--- src/tsc_consts.svh ---
`ifndef TSC_CONSTS_SVH
`define TSC_CONSTS_SVH

// datapath width and register count
`define WORD_SIZE 16
`define NUM_REGS  4

// opcode field, instr[15:12]
`define OP_BNE   4'd0
`define OP_BEQ   4'd1
`define OP_ADI   4'd4
`define OP_LHI   4'd6
`define OP_LWD   4'd7
`define OP_SWD   4'd8
`define OP_JMP   4'd9
`define OP_RTYPE 4'd15

// function field of R-format, instr[5:0]
`define FN_ADD 6'd0
`define FN_SUB 6'd1
`define FN_AND 6'd2
`define FN_ORR 6'd3
`define FN_JPR 6'd25
`define FN_WWD 6'd28
`define FN_HLT 6'd29

`endif

--- src/tsc_pkg.sv ---
`include "tsc_consts.svh"

package tsc_pkg;

    typedef struct packed {
        logic [3:0] opcode;
        logic [1:0] rs;
        logic [1:0] rt;
        logic [1:0] rd;
        logic [5:0] func;
    } r_fmt_t;

    typedef struct packed {
        logic [3:0] opcode;
        logic [1:0] rs;
        logic [1:0] rt;
        logic [7:0] imm8;
    } i_fmt_t;

    typedef struct packed {
        logic [3:0]  opcode;
        logic [11:0] target12;
    } j_fmt_t;

    // one fetched word, read through whichever format the opcode selects
    typedef union packed {
        r_fmt_t r_fmt;
        i_fmt_t i_fmt;
        j_fmt_t j_fmt;
    } instr_t;

    typedef enum logic [2:0] {
        ALU_ADD,
        ALU_SUB,
        ALU_AND,
        ALU_ORR,
        ALU_PASS_A,
        ALU_LHI
    } alu_op_t;

    typedef enum logic [1:0] {
        FWD_REG,
        FWD_MEM,
        FWD_WB
    } fwd_sel_t;

    typedef struct packed {
        alu_op_t alu_op;
        logic    alu_src_imm;
        logic    reg_write;
        logic    mem_to_reg;
        logic    mem_read;
        logic    mem_write;
        logic    is_branch;
        logic    branch_eq;
        logic    is_jpr;
        logic    is_wwd;
        logic    is_hlt;
    } ctrl_t;

    typedef struct packed {
        logic                  valid;
        ctrl_t                 ctrl;
        logic [`WORD_SIZE-1:0] pc_next;
        logic [1:0]            rs;
        logic [1:0]            rt;
        logic [1:0]            rd;
        logic [`WORD_SIZE-1:0] read_a;
        logic [`WORD_SIZE-1:0] read_b;
        logic [`WORD_SIZE-1:0] imm;
    } idex_t;

    typedef struct packed {
        logic                  valid;
        ctrl_t                 ctrl;
        logic [`WORD_SIZE-1:0] alu_out;
        logic [`WORD_SIZE-1:0] store_data;
        logic [1:0]            rd;
    } exmem_t;

    // load data comes from the data port during writeback
    typedef struct packed {
        logic                  valid;
        ctrl_t                 ctrl;
        logic [`WORD_SIZE-1:0] alu_out;
        logic [1:0]            rd;
    } memwb_t;

endpackage

--- src/control_decode.sv ---
`timescale 1ns/1ns
`include "tsc_consts.svh"

module control_decode (
    input  tsc_pkg::instr_t instr,
    output tsc_pkg::ctrl_t  ctrl,
    output logic [1:0]      dest,
    output logic            use_rs,
    output logic            use_rt,
    output logic            is_jmp
);

    import tsc_pkg::*;

    always_comb begin
        ctrl   = '0;
        dest   = instr.i_fmt.rt;
        use_rs = 1'b0;
        use_rt = 1'b0;
        is_jmp = 1'b0;
        case (instr.r_fmt.opcode)
            `OP_RTYPE: begin
                dest = instr.r_fmt.rd;
                case (instr.r_fmt.func)
                    `FN_ADD, `FN_SUB, `FN_AND, `FN_ORR: begin
                        ctrl.reg_write = 1'b1;
                        use_rs         = 1'b1;
                        use_rt         = 1'b1;
                        case (instr.r_fmt.func)
                            `FN_SUB: ctrl.alu_op = ALU_SUB;
                            `FN_AND: ctrl.alu_op = ALU_AND;
                            `FN_ORR: ctrl.alu_op = ALU_ORR;
                            default: ctrl.alu_op = ALU_ADD;
                        endcase
                    end
                    `FN_WWD: begin
                        ctrl.alu_op = ALU_PASS_A;
                        ctrl.is_wwd = 1'b1;
                        use_rs      = 1'b1;
                    end
                    `FN_JPR: begin
                        ctrl.is_jpr = 1'b1;
                        use_rs      = 1'b1;
                    end
                    `FN_HLT: ctrl.is_hlt = 1'b1;
                    default: begin
                        // unknown function, falls through as a no-op
                    end
                endcase
            end
            `OP_ADI: begin
                ctrl.alu_src_imm = 1'b1;
                ctrl.reg_write   = 1'b1;
                use_rs           = 1'b1;
            end
            `OP_LHI: begin
                ctrl.alu_op    = ALU_LHI;
                ctrl.reg_write = 1'b1;
            end
            `OP_LWD: begin
                ctrl.alu_src_imm = 1'b1;
                ctrl.reg_write   = 1'b1;
                ctrl.mem_to_reg  = 1'b1;
                ctrl.mem_read    = 1'b1;
                use_rs           = 1'b1;
            end
            `OP_SWD: begin
                // rt carries the store data
                ctrl.alu_src_imm = 1'b1;
                ctrl.mem_write   = 1'b1;
                use_rs           = 1'b1;
                use_rt           = 1'b1;
            end
            `OP_BNE, `OP_BEQ: begin
                ctrl.is_branch = 1'b1;
                ctrl.branch_eq = (instr.r_fmt.opcode == `OP_BEQ);
                use_rs         = 1'b1;
                use_rt         = 1'b1;
            end
            `OP_JMP: is_jmp = 1'b1;
            default: begin
                // all-zero control, retires as a no-op
            end
        endcase
    end

endmodule

--- src/execute_alu.sv ---
`timescale 1ns/1ns
`include "tsc_consts.svh"

module execute_alu (
    input  tsc_pkg::ctrl_t        ctrl,
    input  logic [`WORD_SIZE-1:0] a,
    input  logic [`WORD_SIZE-1:0] b,
    input  logic [`WORD_SIZE-1:0] imm,
    input  logic [`WORD_SIZE-1:0] pc_next,
    output logic [`WORD_SIZE-1:0] result,
    output logic                  taken,
    output logic [`WORD_SIZE-1:0] target
);

    import tsc_pkg::*;

    logic [`WORD_SIZE-1:0] op_b;
    logic                  equal;

    // loads and stores use the same add for base plus offset
    assign op_b = ctrl.alu_src_imm ? imm : b;

    always_comb begin
        case (ctrl.alu_op)
            ALU_ADD:    result = a + op_b;
            ALU_SUB:    result = a - op_b;
            ALU_AND:    result = a & op_b;
            ALU_ORR:    result = a | op_b;
            ALU_PASS_A: result = a;
            ALU_LHI:    result = {imm[7:0], 8'h00};
            default:    result = '0;
        endcase
    end

    // branches compare the registers, never the immediate
    assign equal = (a == b);

    assign taken = ctrl.is_jpr
                || (ctrl.is_branch && (ctrl.branch_eq ? equal : !equal));

    assign target = ctrl.is_jpr ? a : pc_next + imm;

endmodule

--- src/forward_unit.sv ---
`timescale 1ns/1ns

module forward_unit (
    input  logic [1:0]        rs,
    input  logic [1:0]        rt,
    input  logic              mem_wr,
    input  logic [1:0]        mem_rd,
    input  logic              wb_wr,
    input  logic [1:0]        wb_rd,
    output tsc_pkg::fwd_sel_t fwd_a,
    output tsc_pkg::fwd_sel_t fwd_b
);

    import tsc_pkg::*;

    // the younger producer in memory wins over writeback
    function automatic fwd_sel_t pick_source(input logic [1:0] src);
        fwd_sel_t sel;
        if (mem_wr && mem_rd == src) begin
            sel = FWD_MEM;
        end else if (wb_wr && wb_rd == src) begin
            sel = FWD_WB;
        end else begin
            sel = FWD_REG;
        end
        return sel;
    endfunction

    always_comb begin
        fwd_a = pick_source(rs);
        fwd_b = pick_source(rt);
    end

endmodule

--- src/hazard_unit.sv ---
`timescale 1ns/1ns

module hazard_unit (
    input  logic       use_rs,
    input  logic       use_rt,
    input  logic [1:0] rs,
    input  logic [1:0] rt,
    input  logic       ex_load,
    input  logic [1:0] ex_rd,
    output logic       stall
);

    logic hit_rs;
    logic hit_rt;

    assign hit_rs = use_rs && rs == ex_rd;
    assign hit_rt = use_rt && rt == ex_rd;

    // load data only exists from writeback on, so hold decode one cycle
    assign stall = ex_load && (hit_rs || hit_rt);

endmodule

--- src/register_file.sv ---
`timescale 1ns/1ns
`include "tsc_consts.svh"

module register_file (
    input  logic                  Clk,
    input  logic                  rst,
    input  logic [1:0]            rs,
    input  logic [1:0]            rt,
    input  logic                  we,
    input  logic [1:0]            wa,
    input  logic [`WORD_SIZE-1:0] wd,
    output logic [`WORD_SIZE-1:0] rd_a,
    output logic [`WORD_SIZE-1:0] rd_b
);

    logic [`WORD_SIZE-1:0] regs [`NUM_REGS];

    always_ff @(posedge Clk) begin
        if (rst) begin
            for (int i = 0; i < `NUM_REGS; i++) begin
                regs[i] <= '0;
            end
        end else if (we) begin
            regs[wa] <= wd;
        end
    end

    // write-through, decode sees the word retiring this cycle
    assign rd_a = (we && wa == rs) ? wd : regs[rs];
    assign rd_b = (we && wa == rt) ? wd : regs[rt];

    a_write_addr_known: assert property (@(posedge Clk) disable iff (rst)
        we |-> !$isunknown(wa));

endmodule

--- src/tsc_core.sv ---
`timescale 1ns/1ns
`include "tsc_consts.svh"

module tsc_core (
    input  logic                  Clk,
    input  logic                  rst,
    output logic                  instr_req,
    output logic [`WORD_SIZE-1:0] instr_addr,
    input  logic [`WORD_SIZE-1:0] instr_data,
    output logic                  data_req,
    output logic                  data_we,
    output logic [`WORD_SIZE-1:0] data_addr,
    output logic [`WORD_SIZE-1:0] data_wdata,
    input  logic [`WORD_SIZE-1:0] data_rdata,
    output logic                  out_valid,
    output logic [`WORD_SIZE-1:0] out_data,
    output logic                  halted,
    output logic [`WORD_SIZE-1:0] num_inst
);

    import tsc_pkg::*;

    logic [`WORD_SIZE-1:0] pc;
    logic                  ifid_valid;
    logic [`WORD_SIZE-1:0] ifid_pc;
    idex_t                 idex;
    exmem_t                exmem;
    memwb_t                memwb;

    instr_t                id_instr;
    ctrl_t                 id_ctrl;
    logic [1:0]            id_dest;
    logic                  id_use_rs;
    logic                  id_use_rt;
    logic                  id_is_jmp;
    logic                  id_jump;
    logic                  id_stall;
    logic [`WORD_SIZE-1:0] id_pc_next;
    logic [`WORD_SIZE-1:0] id_read_a;
    logic [`WORD_SIZE-1:0] id_read_b;

    fwd_sel_t              fwd_a;
    fwd_sel_t              fwd_b;
    logic [`WORD_SIZE-1:0] ex_a;
    logic [`WORD_SIZE-1:0] ex_b;
    logic [`WORD_SIZE-1:0] ex_result;
    logic                  ex_taken;
    logic [`WORD_SIZE-1:0] ex_target;
    logic                  ex_redirect;

    logic                  wb_we;
    logic [`WORD_SIZE-1:0] wb_data;
    logic                  halt_pending;

    function automatic logic [`WORD_SIZE-1:0] fwd_value(
        input fwd_sel_t              sel,
        input logic [`WORD_SIZE-1:0] reg_val
    );
        logic [`WORD_SIZE-1:0] val;
        case (sel)
            FWD_MEM: val = exmem.alu_out;
            FWD_WB:  val = wb_data;
            default: val = reg_val;
        endcase
        return val;
    endfunction

    // the fetched word reaches decode one cycle after its address
    assign id_instr   = instr_data;
    assign id_pc_next = ifid_pc + `WORD_SIZE'd1;
    assign id_jump    = ifid_valid && id_is_jmp;

    // an HLT past decode stops fetch and kills everything behind it
    assign halt_pending = halted
                       || (idex.valid && idex.ctrl.is_hlt)
                       || (exmem.valid && exmem.ctrl.is_hlt)
                       || (memwb.valid && memwb.ctrl.is_hlt);

    assign instr_req = !halted;
    // a stalled decode asks again for its own word
    assign instr_addr = id_stall ? ifid_pc : pc;

    always_ff @(posedge Clk) begin
        if (rst) begin
            pc         <= '0;
            ifid_valid <= 1'b0;
        end else if (halt_pending) begin
            ifid_valid <= 1'b0;
        end else if (ex_redirect) begin
            pc         <= ex_target;
            ifid_valid <= 1'b0;
        end else if (id_jump) begin
            pc         <= {id_pc_next[15:12], id_instr.j_fmt.target12};
            ifid_valid <= 1'b0;
        end else if (!id_stall) begin
            pc         <= pc + `WORD_SIZE'd1;
            ifid_valid <= 1'b1;
        end
    end

    always_ff @(posedge Clk) begin
        if (!id_stall) begin
            ifid_pc <= pc;
        end
    end

    control_decode u_decode (
        .instr  (id_instr),
        .ctrl   (id_ctrl),
        .dest   (id_dest),
        .use_rs (id_use_rs),
        .use_rt (id_use_rt),
        .is_jmp (id_is_jmp)
    );

    register_file u_regfile (
        .Clk  (Clk),
        .rst  (rst),
        .rs   (id_instr.r_fmt.rs),
        .rt   (id_instr.r_fmt.rt),
        .we   (wb_we),
        .wa   (memwb.rd),
        .wd   (wb_data),
        .rd_a (id_read_a),
        .rd_b (id_read_b)
    );

    hazard_unit u_hazard (
        .use_rs  (ifid_valid && id_use_rs),
        .use_rt  (ifid_valid && id_use_rt),
        .rs      (id_instr.r_fmt.rs),
        .rt      (id_instr.r_fmt.rt),
        .ex_load (idex.valid && idex.ctrl.mem_read),
        .ex_rd   (idex.rd),
        .stall   (id_stall)
    );

    always_ff @(posedge Clk) begin
        if (rst) begin
            idex.valid <= 1'b0;
        end else begin
            idex.valid   <= ifid_valid && !id_stall && !ex_redirect && !halt_pending;
            idex.ctrl    <= id_ctrl;
            idex.pc_next <= id_pc_next;
            idex.rs      <= id_instr.r_fmt.rs;
            idex.rt      <= id_instr.r_fmt.rt;
            idex.rd      <= id_dest;
            idex.read_a  <= id_read_a;
            idex.read_b  <= id_read_b;
            idex.imm     <= {{8{id_instr.i_fmt.imm8[7]}}, id_instr.i_fmt.imm8};
        end
    end

    forward_unit u_forward (
        .rs     (idex.rs),
        .rt     (idex.rt),
        .mem_wr (exmem.valid && exmem.ctrl.reg_write),
        .mem_rd (exmem.rd),
        .wb_wr  (wb_we),
        .wb_rd  (memwb.rd),
        .fwd_a  (fwd_a),
        .fwd_b  (fwd_b)
    );

    always_comb begin
        ex_a = fwd_value(fwd_a, idex.read_a);
        ex_b = fwd_value(fwd_b, idex.read_b);
    end

    execute_alu u_alu (
        .ctrl    (idex.ctrl),
        .a       (ex_a),
        .b       (ex_b),
        .imm     (idex.imm),
        .pc_next (idex.pc_next),
        .result  (ex_result),
        .taken   (ex_taken),
        .target  (ex_target)
    );

    assign ex_redirect = idex.valid && ex_taken;

    always_ff @(posedge Clk) begin
        if (rst) begin
            exmem.valid <= 1'b0;
        end else begin
            exmem.valid      <= idex.valid;
            exmem.ctrl       <= idex.ctrl;
            exmem.alu_out    <= ex_result;
            exmem.store_data <= ex_b;
            exmem.rd         <= idex.rd;
        end
    end

    assign data_req   = exmem.valid && (exmem.ctrl.mem_read || exmem.ctrl.mem_write);
    assign data_we    = exmem.valid && exmem.ctrl.mem_write;
    assign data_addr  = exmem.alu_out;
    assign data_wdata = exmem.store_data;

    always_ff @(posedge Clk) begin
        if (rst) begin
            memwb.valid <= 1'b0;
        end else begin
            memwb.valid   <= exmem.valid;
            memwb.ctrl    <= exmem.ctrl;
            memwb.alu_out <= exmem.alu_out;
            memwb.rd      <= exmem.rd;
        end
    end

    assign wb_we   = memwb.valid && memwb.ctrl.reg_write;
    assign wb_data = memwb.ctrl.mem_to_reg ? data_rdata : memwb.alu_out;

    // retirement
    always_ff @(posedge Clk) begin
        if (rst) begin
            out_valid <= 1'b0;
            halted    <= 1'b0;
            num_inst  <= '0;
        end else begin
            out_valid <= memwb.valid && memwb.ctrl.is_wwd;
            if (memwb.valid) begin
                num_inst <= num_inst + `WORD_SIZE'd1;
                if (memwb.ctrl.is_hlt) begin
                    halted <= 1'b1;
                end
            end
        end
    end

    always_ff @(posedge Clk) begin
        if (memwb.valid && memwb.ctrl.is_wwd) begin
            out_data <= memwb.alu_out;
        end
    end

    a_no_retire_after_halt: assert property (@(posedge Clk) disable iff (rst)
        halted |-> !memwb.valid);

    // load-use costs exactly one bubble
    a_single_stall: assert property (@(posedge Clk) disable iff (rst)
        id_stall |=> !id_stall);

endmodule

--- config.mk ---
export PLATFORM = sky130hd
export DESIGN_NAME = tsc_core
export DESIGN_NICKNAME = d
export VERILOG_FILES = /design/src/tsc_pkg.sv /design/src/control_decode.sv /design/src/execute_alu.sv /design/src/forward_unit.sv /design/src/hazard_unit.sv /design/src/register_file.sv /design/src/tsc_core.sv
export VERILOG_INCLUDE_DIRS = /design/src /design/src/src
export SDC_FILE = /design/constraint.sdc
export NUM_CORES = 1
export LEC_CHECK = 0
export BUFFER_PORTS_ARGS = -buffer_cell sky130_fd_sc_hd__buf_2
export CORE_MARGIN = 10
export CORE_UTILIZATION = 57
export DETAILED_ROUTE_END_ITERATION = 6
export PLACE_DENSITY = 0.81
export SYNTH_ARGS = -nofsm -noshare
export SYNTH_HDL_FRONTEND = slang
export SYNTH_SLANG_ARGS = --single-unit
--- constraint.sdc ---
create_clock -name Clk -period 13 [get_ports Clk]
set_input_delay 0 -clock Clk [delete_from_list [all_inputs] [get_ports Clk]]
set_output_delay 0 -clock Clk [all_outputs]
set_load 0.01 [all_outputs]
=== After elaboration in Yosys (flattened, before gate mapping) ===
Memories as Yosys holds them, arrays and structs flattened. A register that Yosys moved wholly into a read port is not among the register bits.
Index checks and enable logic that the tools add are counted.
Widths: inputs -> output; s select.

* $add $sub $neg: 6
* Eq/ne operators: 30
* Multiplexer cells: 40
* Bitwise operators: 3
* Reductions and logical operators: 51

{| class="wikitable"
|+ Operator list
! cell !! count
|-
| $mux 16 || 8
|-
| $pmux 16 s6 || 1
|-
| $pmux 16 s2 || 2
|-
| $add 16x1->16 const B || 3
|-
| $add 16x16->16 || 2
|-
| $logic_and 1x1->1 || 24
|-
| $eq 6x5->1 const B || 3
|-
| $and 16x16->16 || 1
|-
| $eq 16x16->1 || 1
|-
| $mux 2 || 8
|-
| $or 16x16->16 || 1
|-
| $reduce_or 16->1 || 1
|-
| $sub 16x16->16 || 1
|-
| $mux 1 || 15
|-
| $eq 2x2->1 || 6
|-
| $eq 4x3->1 const B || 3
|-
| $eq 4x4->1 const B || 3
|-
| $eq 6x2->1 const B || 2
|-
| $pmux 3 s2 || 2
|-
| $reduce_or 3->1 || 3
|-
| $reduce_or 4->1 || 2
|-
| $logic_not 1->1 || 7
|-
| $eq 3x2->1 const B || 2
|-
| $eq 3x3->1 const B || 2
|-
| other kinds (17) || 27
|}

* Register bits after elaboration: 175
* Bits in writable memories: 64
* Memories kept: 1

{| class="wikitable"
|+ Memory list
! name !! depth !! width !! read ports !! clocked after Yosys merged registers in !! wr ports !! line !! text
|-
| u_regfile.regs || 4 || 16 || 2 || 2 || 4 || register_file.sv:16 || <nowiki>logic [`WORD_SIZE-1:0] regs [`NUM_REGS];</nowiki>
|}

=== Depth between registers and ports, before layout ===
Gate-level depths: netlist of run 1.

* Word-level depth: 15
* Mapped depth: 22

=== Cells and area by module ===
A second synthesis of run 1 with hierarchy kept.

* Cells, all modules: 1358
* Area total of the unflattened synthesis: 15772.6 um^2

{| class="wikitable"
|+ By module, submodules not included
! module !! instances !! cells each !! area each (um^2)
|-
| tsc_core || 1 || 657 || 8530.7
|-
| register_file || 1 || 221 || 3812.4
|-
| execute_alu || 1 || 412 || 2920.3
|-
| control_decode || 1 || 45 || 345.3
|-
| forward_unit || 1 || 14 || 105.1
|-
| hazard_unit || 1 || 9 || 58.8
|}

=== Worst setup path after synthesis of run 1 ===
No wires, ideal clock.

* Path type: register to register
* Start point: register memwb[31] in the netlist's numbering
* End point: register exmem, in the netlist data_addr[14] (data pin)
* Arrival: 4289 ps
* Data required time: 12738 ps
* Slack: 8449 ps
* Stages on the path, launching flop included: 22
* Clock period less this slack: 4551 ps
* Path through: dfxtp_1 -> buf_4 -> and2_1 -> buf_2 -> clkbuf_1 -> a31oi_1 -> o31ai_1 -> o21ai_0 -> ha_1 -> a21oi_1 -> fa_1 -> a21o_1 -> a21oi_1 -> o21ai_0 -> a21o_1 -> a21o_1 -> a31o_2 -> a21oi_1 -> nor2b_1 -> o41a_1 -> xnor2_1 -> o21ai_0

* Word-level cells in the longest chain between the ends: 9
* Elaborated cells on any way between the ends: 19
* Those cells by class: 2 x add/sub; 4 x eq/ne; 8 x mux; 2 x bitwise; 3 x reduce/logical

{| class="wikitable"
|+ Ends and longest elaborated chain
! item !! line !! text
|-
| start, declared || tsc_core.sv:28 || <nowiki>memwb_t memwb;</nowiki>
|-
| $logic_and 1x1->1 * || tsc_core.sv:211 || <nowiki>assign wb_we = memwb.valid && memwb.ctrl.reg_write;</nowiki>
|-
| $logic_and 1x1->1 * || forward_unit.sv:21 || <nowiki>end else if (wb_wr && wb_rd == src) begin</nowiki>
|-
| $mux 2 * || forward_unit.sv:21 ||
|-
| $mux 2 * || forward_unit.sv:19 || <nowiki>if (mem_wr && mem_rd == src) begin</nowiki>
|-
| $eq 2x2->1 or $eq 2x1->1 (tied branches) || tsc_core.sv:60 || <nowiki>case (sel)</nowiki>
|-
| $pmux 16 s2 * || tsc_core.sv:60 ||
|-
| named net ex_b[1] || tsc_core.sv:45 || <nowiki>logic [`WORD_SIZE-1:0] ex_b;</nowiki>
|-
| $mux 16 * || execute_alu.sv:21 || <nowiki>assign op_b = ctrl.alu_src_imm ? imm : b;</nowiki>
|-
| $sub 16x16->16 or $add 16x16->16 (tied branches) || execute_alu.sv:26, execute_alu.sv:25 ||
|-
| $pmux 16 s6 * || execute_alu.sv:24 || <nowiki>case (ctrl.alu_op)</nowiki>
|-
| named net ex_result[14] || tsc_core.sv:46 || <nowiki>logic [`WORD_SIZE-1:0] ex_result;</nowiki>
|-
| end, declared || tsc_core.sv:27 || <nowiki>exmem_t exmem;</nowiki>
|}

Mark *: on every way through the listed nets, which the timed path passes. The rest lies on a longest branch.
A chain may end at the register's enable or synchronous reset.

=== Final worst setup path of run 1 ===
* Start point: register exmem[47] in the netlist's numbering
* End point: register exmem, in the netlist data_addr[14] (data pin)

* Word-level cells in the longest chain between the ends: 8
* Elaborated cells on any way between the ends: 17
* Those cells by class: 2 x add/sub; 4 x eq/ne; 6 x mux; 2 x bitwise; 3 x reduce/logical

{| class="wikitable"
|+ Ends and longest elaborated chain
! item !! line !! text
|-
| $logic_and 1x1->1 * || tsc_core.sv:157 || <nowiki>.mem_wr (exmem.valid && exmem.ctrl.reg_write),</nowiki>
|-
| $logic_and 1x1->1 * || forward_unit.sv:19 ||
|-
| $mux 2 * || forward_unit.sv:19 ||
|-
| $eq 2x2->1 or $eq 2x1->1 (tied branches) || tsc_core.sv:60 ||
|-
| $pmux 16 s2 * || tsc_core.sv:60 ||
|-
| named net ex_b[1] || tsc_core.sv:45 ||
|-
| $mux 16 * || execute_alu.sv:21 ||
|-
| $sub 16x16->16 or $add 16x16->16 (tied branches) || execute_alu.sv:26, execute_alu.sv:25 ||
|-
| $pmux 16 s6 * || execute_alu.sv:24 ||
|-
| named net ex_result[14] || tsc_core.sv:46 ||
|}

Marks and branches as above.

==> flow_summary.json, run 1 <==
{
  "worstSetupPathType": "reg -> reg",
  "status": "finished with violations",
  "final_common_cell": "edfxtp_1",
  "io_pins": 119,
  "grt_usage_pct": 24.7,
  "slew_headroom_pct": -0.188,
  "met2_usage_pct": 39.9,
  "skew_ns": 0.0104,
  "met1_usage_pct": 32.0,
  "die_area_sq_um": 33900,
  "dr.first_iter.drc_count": 1361,
  "end_kind": "flip-flop",
  "die_h_microns": 184,
  "drt_wl_total_microns": 42500,
  "drive_above_1_share_pct": 20.7,
  "antenna_found_initial": 0,
  "cts.sinks": 269,
  "reg2reg_slack_ns": 6.76,
  "powerDensity_nw_per_um2": 139,
  "rsz0062_at_grt": "no",
  "dominantRegCellSynth": "edfxtp_1",
  "wire_per_inst_microns": 23.8,
  "max-cap-violations": 1,
  "crit_chain": "and2_1, and3_1, o31ai_1, o21ai_0, ha_1, nor2_1, xor2_1, ha_1, a21o_1, a21oi_1, o21ai_0, a21o_1, a21o_1, a31o_2, a21oi_1, nor2b_1, o41a_1, xnor2_1, o21ai_0",
  "max_stage_delay_ns": 0.96,
  "grt.busiest_layer": "met2",
  "worstHoldPathType": "in -> reg",
  "via_per_inst": 6.49,
  "vdd_ir_drop_max_mv": 0.122,
  "fin_crit_sh_pct": 48.0,
  "syn_nets": 1433,
  "layout.cells.most_common_list": "215 x edfxtp_1, 135 x nor2_1, 118 x buf_2, 78 x nand2_1, 71 x o21ai_0",
  "grt_max_degree": 67,
  "pwr-share-comb_pct": 19.0,
  "dr.pass1.iters": 6,
  "dpl.hpwl_microns": 30100,
  "clkTransAtPathRegs_ns": 0.06,
  "netlist_top_cells_area": "edfxtp_1 42%, dfxtp_1 7.0%, mux4_2 4.7%",
  "max_freq_mhz": 160,
  "worst_pin_slew_ns": 1.49,
  "synth_fa_ha_area_share_pct": 4.02,
  "crit_slowest_cell": "and2_1",
  "critical_path_buf_inv_count": 0,
  "cts-root-buf": "clkbuf_16",
  "finalSetupViolations": 0,
  "rr_worst_depth": 19,
  "min-delay-start": "data_rdata[9]",
  "synth_xor_area_share_pct": 6.75,
  "p_sw_uw": 677,
  "ys_types": 69,
  "synth_seq_area_share_pct": 49.1,
  "p_sw_share_pct": 28.5,
  "gp_congestion": 0.896,
  "cp_top_family": "compound AO/OA/AOI/OAI gates",
  "synthMuxAreaShare_pct": 10.8,
  "cts_tree": "built",
  "required_ns": 13.30,
  "synth_edf_count": 215,
  "h-tree-depth": 1,
  "synthSimpleGateAreaFrac_pct": 13.0,
  "synth.top_cell.area_share_pct": 42.0,
  "leakage_uw": 0.00663,
  "met3_usage_pct": 5.38,
  "die_x_microns": 184,
  "core_sq_um": 26700,
  "clk_latency_ns": 0.56,
  "cts_setup_buffers": 0,
  "antennaDiodeCount": 0,
  "grt_pass1_wl_microns": 65100,
  "synthesis.area_sq_um": 15400,
  "synth_warnings": 0,
  "ys_seq_elements": 269,
  "synth_compound_area_share_pct": 11.6,
  "postSynthCellCount": 1358,
  "timing.hold.ws_ns": 0.0205,
  "synth_top_family_by_area": "simple AND/OR/NAND/NOR gates",
  "cts_made_buffers": 29,
  "critical_path.max_fanout": 34,
  "async_flop_share_pct": 0,
  "hold_viol": 0,
  "placementRows": 60,
  "pwr-share-seq_pct": 45.2,
  "arrival_ns": 6.54,
  "portBuffers": 118,
  "nets": 1500,
  "rr_endpoint": "data_addr[14]$_DFFE_PN_",
  "finalSetupTns_ns": 0,
  "worst_hold_path.endpoint": "u_regfile.regs[2][9]$_SDFFCE_PN0P_",
  "synth_area_leader_cell": "edfxtp_1",
  "report.final.slew_viol_count": 1,
  "grt_pass1_vias": 11302,
  "drtAntennaViolNets": 0,
  "initial_core_util_pct": 57.5,
  "num-fill-cells": 2063,
  "worst_setup_path_start_kind": "flip-flop",
  "grt-ovfl-total": 0,
  "route.detailed.drc": 0,
  "internal_power_uw": 1700,
  "syn_avg_cell_area_sq_um": 11.3,
  "fin_crit_ns": 6.24,
  "areaGrowthSynthToFinish_pct": 11.1,
  "clkPwrFrac_pct": 35.8,
  "power_uw": 2370,
  "violations": "max-capacitance violations, max-slew violations",
  "clk_path_buf_depth": 3,
  "dr_total_vias": 11619,
  "min_path_cells": 3,
  "timing.rr.start": "exmem[47]$_SDFF_PP0_"
}
-- stage by stage --
step / instance area, sq um / setup WS (ns) / std cells / util [%]
3_3_place_gp: 15900 / 7.12 / 1722 / 59.7
3_5_place_dp: 15900 / 6.95 / 1722 / 59.7
5_1_grt: 17100 / 6.26 / 1789 / 63.8
6_report: 17100 / 6.76 / 1789 / 63.8
4_1_cts: 17100 / 6.90 / 1789 / 63.8
2_1_floorplan: 15400 / 8.45 / 1358 / -
-- routing by layer --
layer / up-vias / wire length (microns)
li1: 5209 / -
met1: 5598 / 16700
met2: 699 / 19700
met3: 113 / 4610
met4: 0 / 1530
met5: - / 0
-- registers in the layout, indices dropped and copies added (netlist names) --
name,flops
idex,75
u_regfile.regs,64
memwb,23
data_addr,16
data_wdata,16
ifid_pc,16
num_inst,16
out_data,16
pc,16
exmem,8
halted,1
ifid_valid,1
out_valid,1
-- tightest hold or removal path, delay by kind of cell --
kind | cells | cell delay, ns
and+or+nand+nor | 1 | 0.15
buffers and inverters | 1 | 0.09
muxes | 1 | 0.21
-- area by class of cell --
type / instances / area (sq um) / share of cell area, %
clock buffer: 39 / 793 / 4.65
clock inverter: 15 / 189 / 1.11
multi-input combinational: 942 / 7110 / 41.7
tap: 341 / 427 / 2.50
sequential: 269 / 7540 / 44.2
timing repair buffer: 152 / 878 / 5.15
inverter: 31 / 121 / 0.711
-- worst max path at each step --
stage                                     from                 endpoint  depth (start not counted)
after floorplan           memwb[31]$_SDFF_PP0_  data_addr[14]$_DFFE_PN_                         21
after global placement    exmem[47]$_SDFF_PP0_  data_addr[15]$_DFFE_PN_                         18
after detailed placement  exmem[47]$_SDFF_PP0_  data_addr[14]$_DFFE_PN_                         19
after CTS                 exmem[47]$_SDFF_PP0_  data_addr[14]$_DFFE_PN_                         19
after global routing      exmem[47]$_SDFF_PP0_  data_addr[15]$_DFFE_PN_                         18
final                     exmem[47]$_SDFF_PP0_  data_addr[14]$_DFFE_PN_                         19
-- logic make-up (layout without fill, tap and decap cells) --
kind of cell / count (synthesis) / count (layout)
compound gates: 265 / 265
xor+xnor: 114 / 114
fa+ha+maj: 50 / 50
buf+inv: 147 / 237
flops: 269 / 269
mux: 119 / 119
simple gates: 394 / 394
-- Yosys cell counts (all sizes together), types with 3 or more instances --
cell and count:
a21o 10, o22ai 6, xnor2 54, edfxtp 215, mux4 32, o21ai 78, maj3 9, and3 11
a211oi 3, buf 61, nor2 135, a41oi 5, mux2i 36, clkbuf 55, o211ai 4, mux2 51
and2 10, a22oi 8, ha 39, a21oi 47, nand4 43, o2bb2ai 8, o21a 6, nor2b 7
dfxtp 54, nand2 79, or2 4, nor4 7, or3 10, inv 30, a31oi 40, nand3 26
xor2 60, o31a 4, nand2b 13, and4 35, nor3 9, o31ai 28
-- timing repair --
item	CTS	global route
hold buffers	13	0
endpoints found under the hold margin	49	0
gates resized for setup	0	0
-- power by group through the flow --
| stage | Combinational [uW] | Sequential, uW | Clock, uW |
|---|---|---|---|
| floorplan | 340 | 1050 | 0 |
| global placement | 423 | 1080 | 0 |
| detailed placement | 437 | 1090 | 0 |
| CTS | 443 | 1070 | 856 |
| global route | 491 | 1080 | 884 |
| finish | 450 | 1070 | 850 |
Note: power is estimated with default switching activity, not from simulation.
==> run 2, diff against run 1 <==
- clock period: 13 -> 6 ns (I/O delays scaled with it)
==> flow_summary.json, run 2 (synthesis results as in run 1) <==
{
  "layout.cells.most_common_list": "215 x edfxtp_1, 135 x nor2_1, 118 x buf_2, 78 x nand2_1, 71 x o21ai_0",
  "arrival_ns": 5.61,
  "rsz0062_at_grt": "no",
  "hold_viol": 0,
  "worst_pin_slew_ns": 0.928,
  "dr.pass1.iters": 6,
  "worst_hold_path.endpoint": "u_regfile.regs[0][7]$_SDFFCE_PN0P_",
  "fin_crit_ns": 5.31,
  "ctsResizeCount": 0,
  "worst_setup_path_start_kind": "flip-flop",
  "min-delay-start": "data_rdata[7]",
  "via_per_inst": 6.50,
  "finalSetupViolations": 0,
  "min_path_cells": 3,
  "skew_ns": 0.0278,
  "nets": 1519,
  "wire_per_inst_microns": 23.5,
  "seq_area_sq_um": 7540,
  "worstHoldPathType": "in -> reg",
  "die_x_microns": 184,
  "rr_worst_depth": 19,
  "end_kind": "flip-flop",
  "report.final.slew_viol_count": 0,
  "dr_total_vias": 11745,
  "place_ws_ns": 0.765,
  "reg2reg_slack_ns": 0.69,
  "io_pins": 119,
  "vdd_ir_drop_max_mv": 0.277,
  "fin_crit_sh_pct": 88.5,
  "leakage_uw": 0.00669,
  "antenna_found_initial": 1,
  "dpl.hpwl_microns": 30100,
  "areaGrowthSynthToFinish_pct": 11.6,
  "clk_path_buf_depth": 3,
  "num-fill-cells": 2011,
  "rr_endpoint": "data_addr[15]$_DFFE_PN_",
  "initial_core_util_pct": 57.5,
  "cts_made_buffers": 29,
  "setup_ws_ns": 0.688,
  "max_freq_mhz": 188,
  "placementRows": 60,
  "finalSetupTns_ns": 0,
  "drive_above_1_share_pct": 21.6,
  "core_sq_um": 26700,
  "multiInputGateArea_sq_um": 7110,
  "dr.first_iter.drc_count": 1527,
  "h-tree-depth": 1,
  "die_area_sq_um": 33900,
  "status": "finished, final reports clean",
  "regMostFlops": "idex",
  "grt_max_degree": 91,
  "max-cap-violations": 0,
  "largest_reg_flops": 75,
  "cts.sinks": 269,
  "drtAntennaViolNets": 0,
  "cts_tree": "built",
  "clk_latency_ns": 0.56,
  "finish.utilization_pct": 64.1,
  "drt_wl_total_microns": 42500,
  "worstSetupPathType": "reg -> reg",
  "portBuffers": 118,
  "slew_headroom_pct": 36.4,
  "grt_pass1_wl_microns": 64900,
  "gp_congestion": 0.960,
  "final_common_cell": "edfxtp_1",
  "route.detailed.drc": 0,
  "clkTransAtPathRegs_ns": 0.07,
  "grt_usage_pct": 24.5,
  "critical_path.max_fanout": 32,
  "required_ns": 6.30,
  "grt-ovfl-total": 0,
  "largest_registers": "idex x75, u_regfile.regs x64, memwb x23",
  "die_h_microns": 184,
  "grt_pass1_vias": 11466,
  "powerDensity_nw_per_um2": 295,
  "antennaDiodeCount": 0,
  "timing.rr.start": "memwb[0]$_DFFE_PN_",
  "cts-root-buf": "clkbuf_16"
}
run 2: cell types whose count changed in the layout (fill, tap and decap cells not counted), sizes merged:
cell | previous run | this run
bufinv | 4 | 2
clkbuf | 39 | 31
buf | 139 | 155
dlygate4sd3 | 13 | 16
clkinv | 7 | 18
inv | 33 | 31
run 2: layer usage:
metal	part of all wire, %	routed length, microns	vias up	global-route usage (%)
li1	-	-	5263	-
met1	39	16700	5612	31.7
met2	46	19400	726	38.8
met3	11	4670	142	5.61
met4	4.2	1800	2	10.7
met5	0.028	12	-	0
run 2: stage by stage:
step | hold slack, ns | power (uW) | area, sq um | std cells
2_1_floorplan | 0.0989 | 3020 | 15400 | 1358
3_3_place_gp | 0.228 | 3280 | 16100 | 1738
3_5_place_dp | 0.226 | 3310 | 16100 | 1738
4_1_cts | 0.0242 | 5020 | 17100 | 1807
5_1_grt | 0.0340 | 5230 | 17100 | 1807
6_report | 0.0113 | 5050 | 17100 | 1807
run 2: power by group:
part	leakage [uW]	internal (uW)	total, uW	switching, uW
Clock	0.000446	970	1730	761
Sequential	0.00259	2170	2320	144
Combinational	0.00366	411	997	586
run 2: worst max path at each step:
stage | slack, ns | start | to | cells past startpoint
after CTS | 0.75 | memwb[0]$_DFFE_PN_ | data_addr[15]$_DFFE_PN_ | 19
after global placement | 0.92 | memwb[0]$_DFFE_PN_ | data_addr[15]$_DFFE_PN_ | 19
after detailed placement | 0.76 | memwb[0]$_DFFE_PN_ | data_addr[15]$_DFFE_PN_ | 19
after floorplan | 1.45 | memwb[31]$_SDFF_PP0_ | data_addr[14]$_DFFE_PN_ | 21
final | 0.69 | memwb[0]$_DFFE_PN_ | data_addr[15]$_DFFE_PN_ | 19
after global routing | 0.14 | memwb[0]$_DFFE_PN_ | data_addr[15]$_DFFE_PN_ | 19
run 2: worst max-delay path, stage by stage (launching register included):
cell and delay (ns):
edfxtp_1 0.55, xnor2_2 0.21, buf_4 0.31, a31oi_1 0.13, o31ai_1 0.53, o21ai_0 0.25, ha_1 0.32, a21oi_1 0.22
ha_1 0.27, nor2b_1 0.13, o21a_1 0.17, o21ai_0 0.32, a21oi_1 0.15, o21ai_0 0.28, a21oi_1 0.16, a311oi_1 0.46
o21bai_1 0.12, a21oi_1 0.20, xnor2_1 0.15, o221ai_1 0.14
run 2: cell type report:
cell class	instances	share of cell area (%)
Sequential cell	269	44.0
Inverter	31	0.708
Tap cell	341	2.49
Timing Repair Buffer	171	6.00
Clock inverter	22	1.01
Clock buffer	31	4.28
Multi-Input combinational cell	942	41.5
run 2: what timing repair did:
| action | in CTS | in global routing |
|---|---|---|
| hold buffers | 16 | 0 |
| endpoints found under the hold margin | 39 | 0 |
| setup buffers | 0 | 0 |
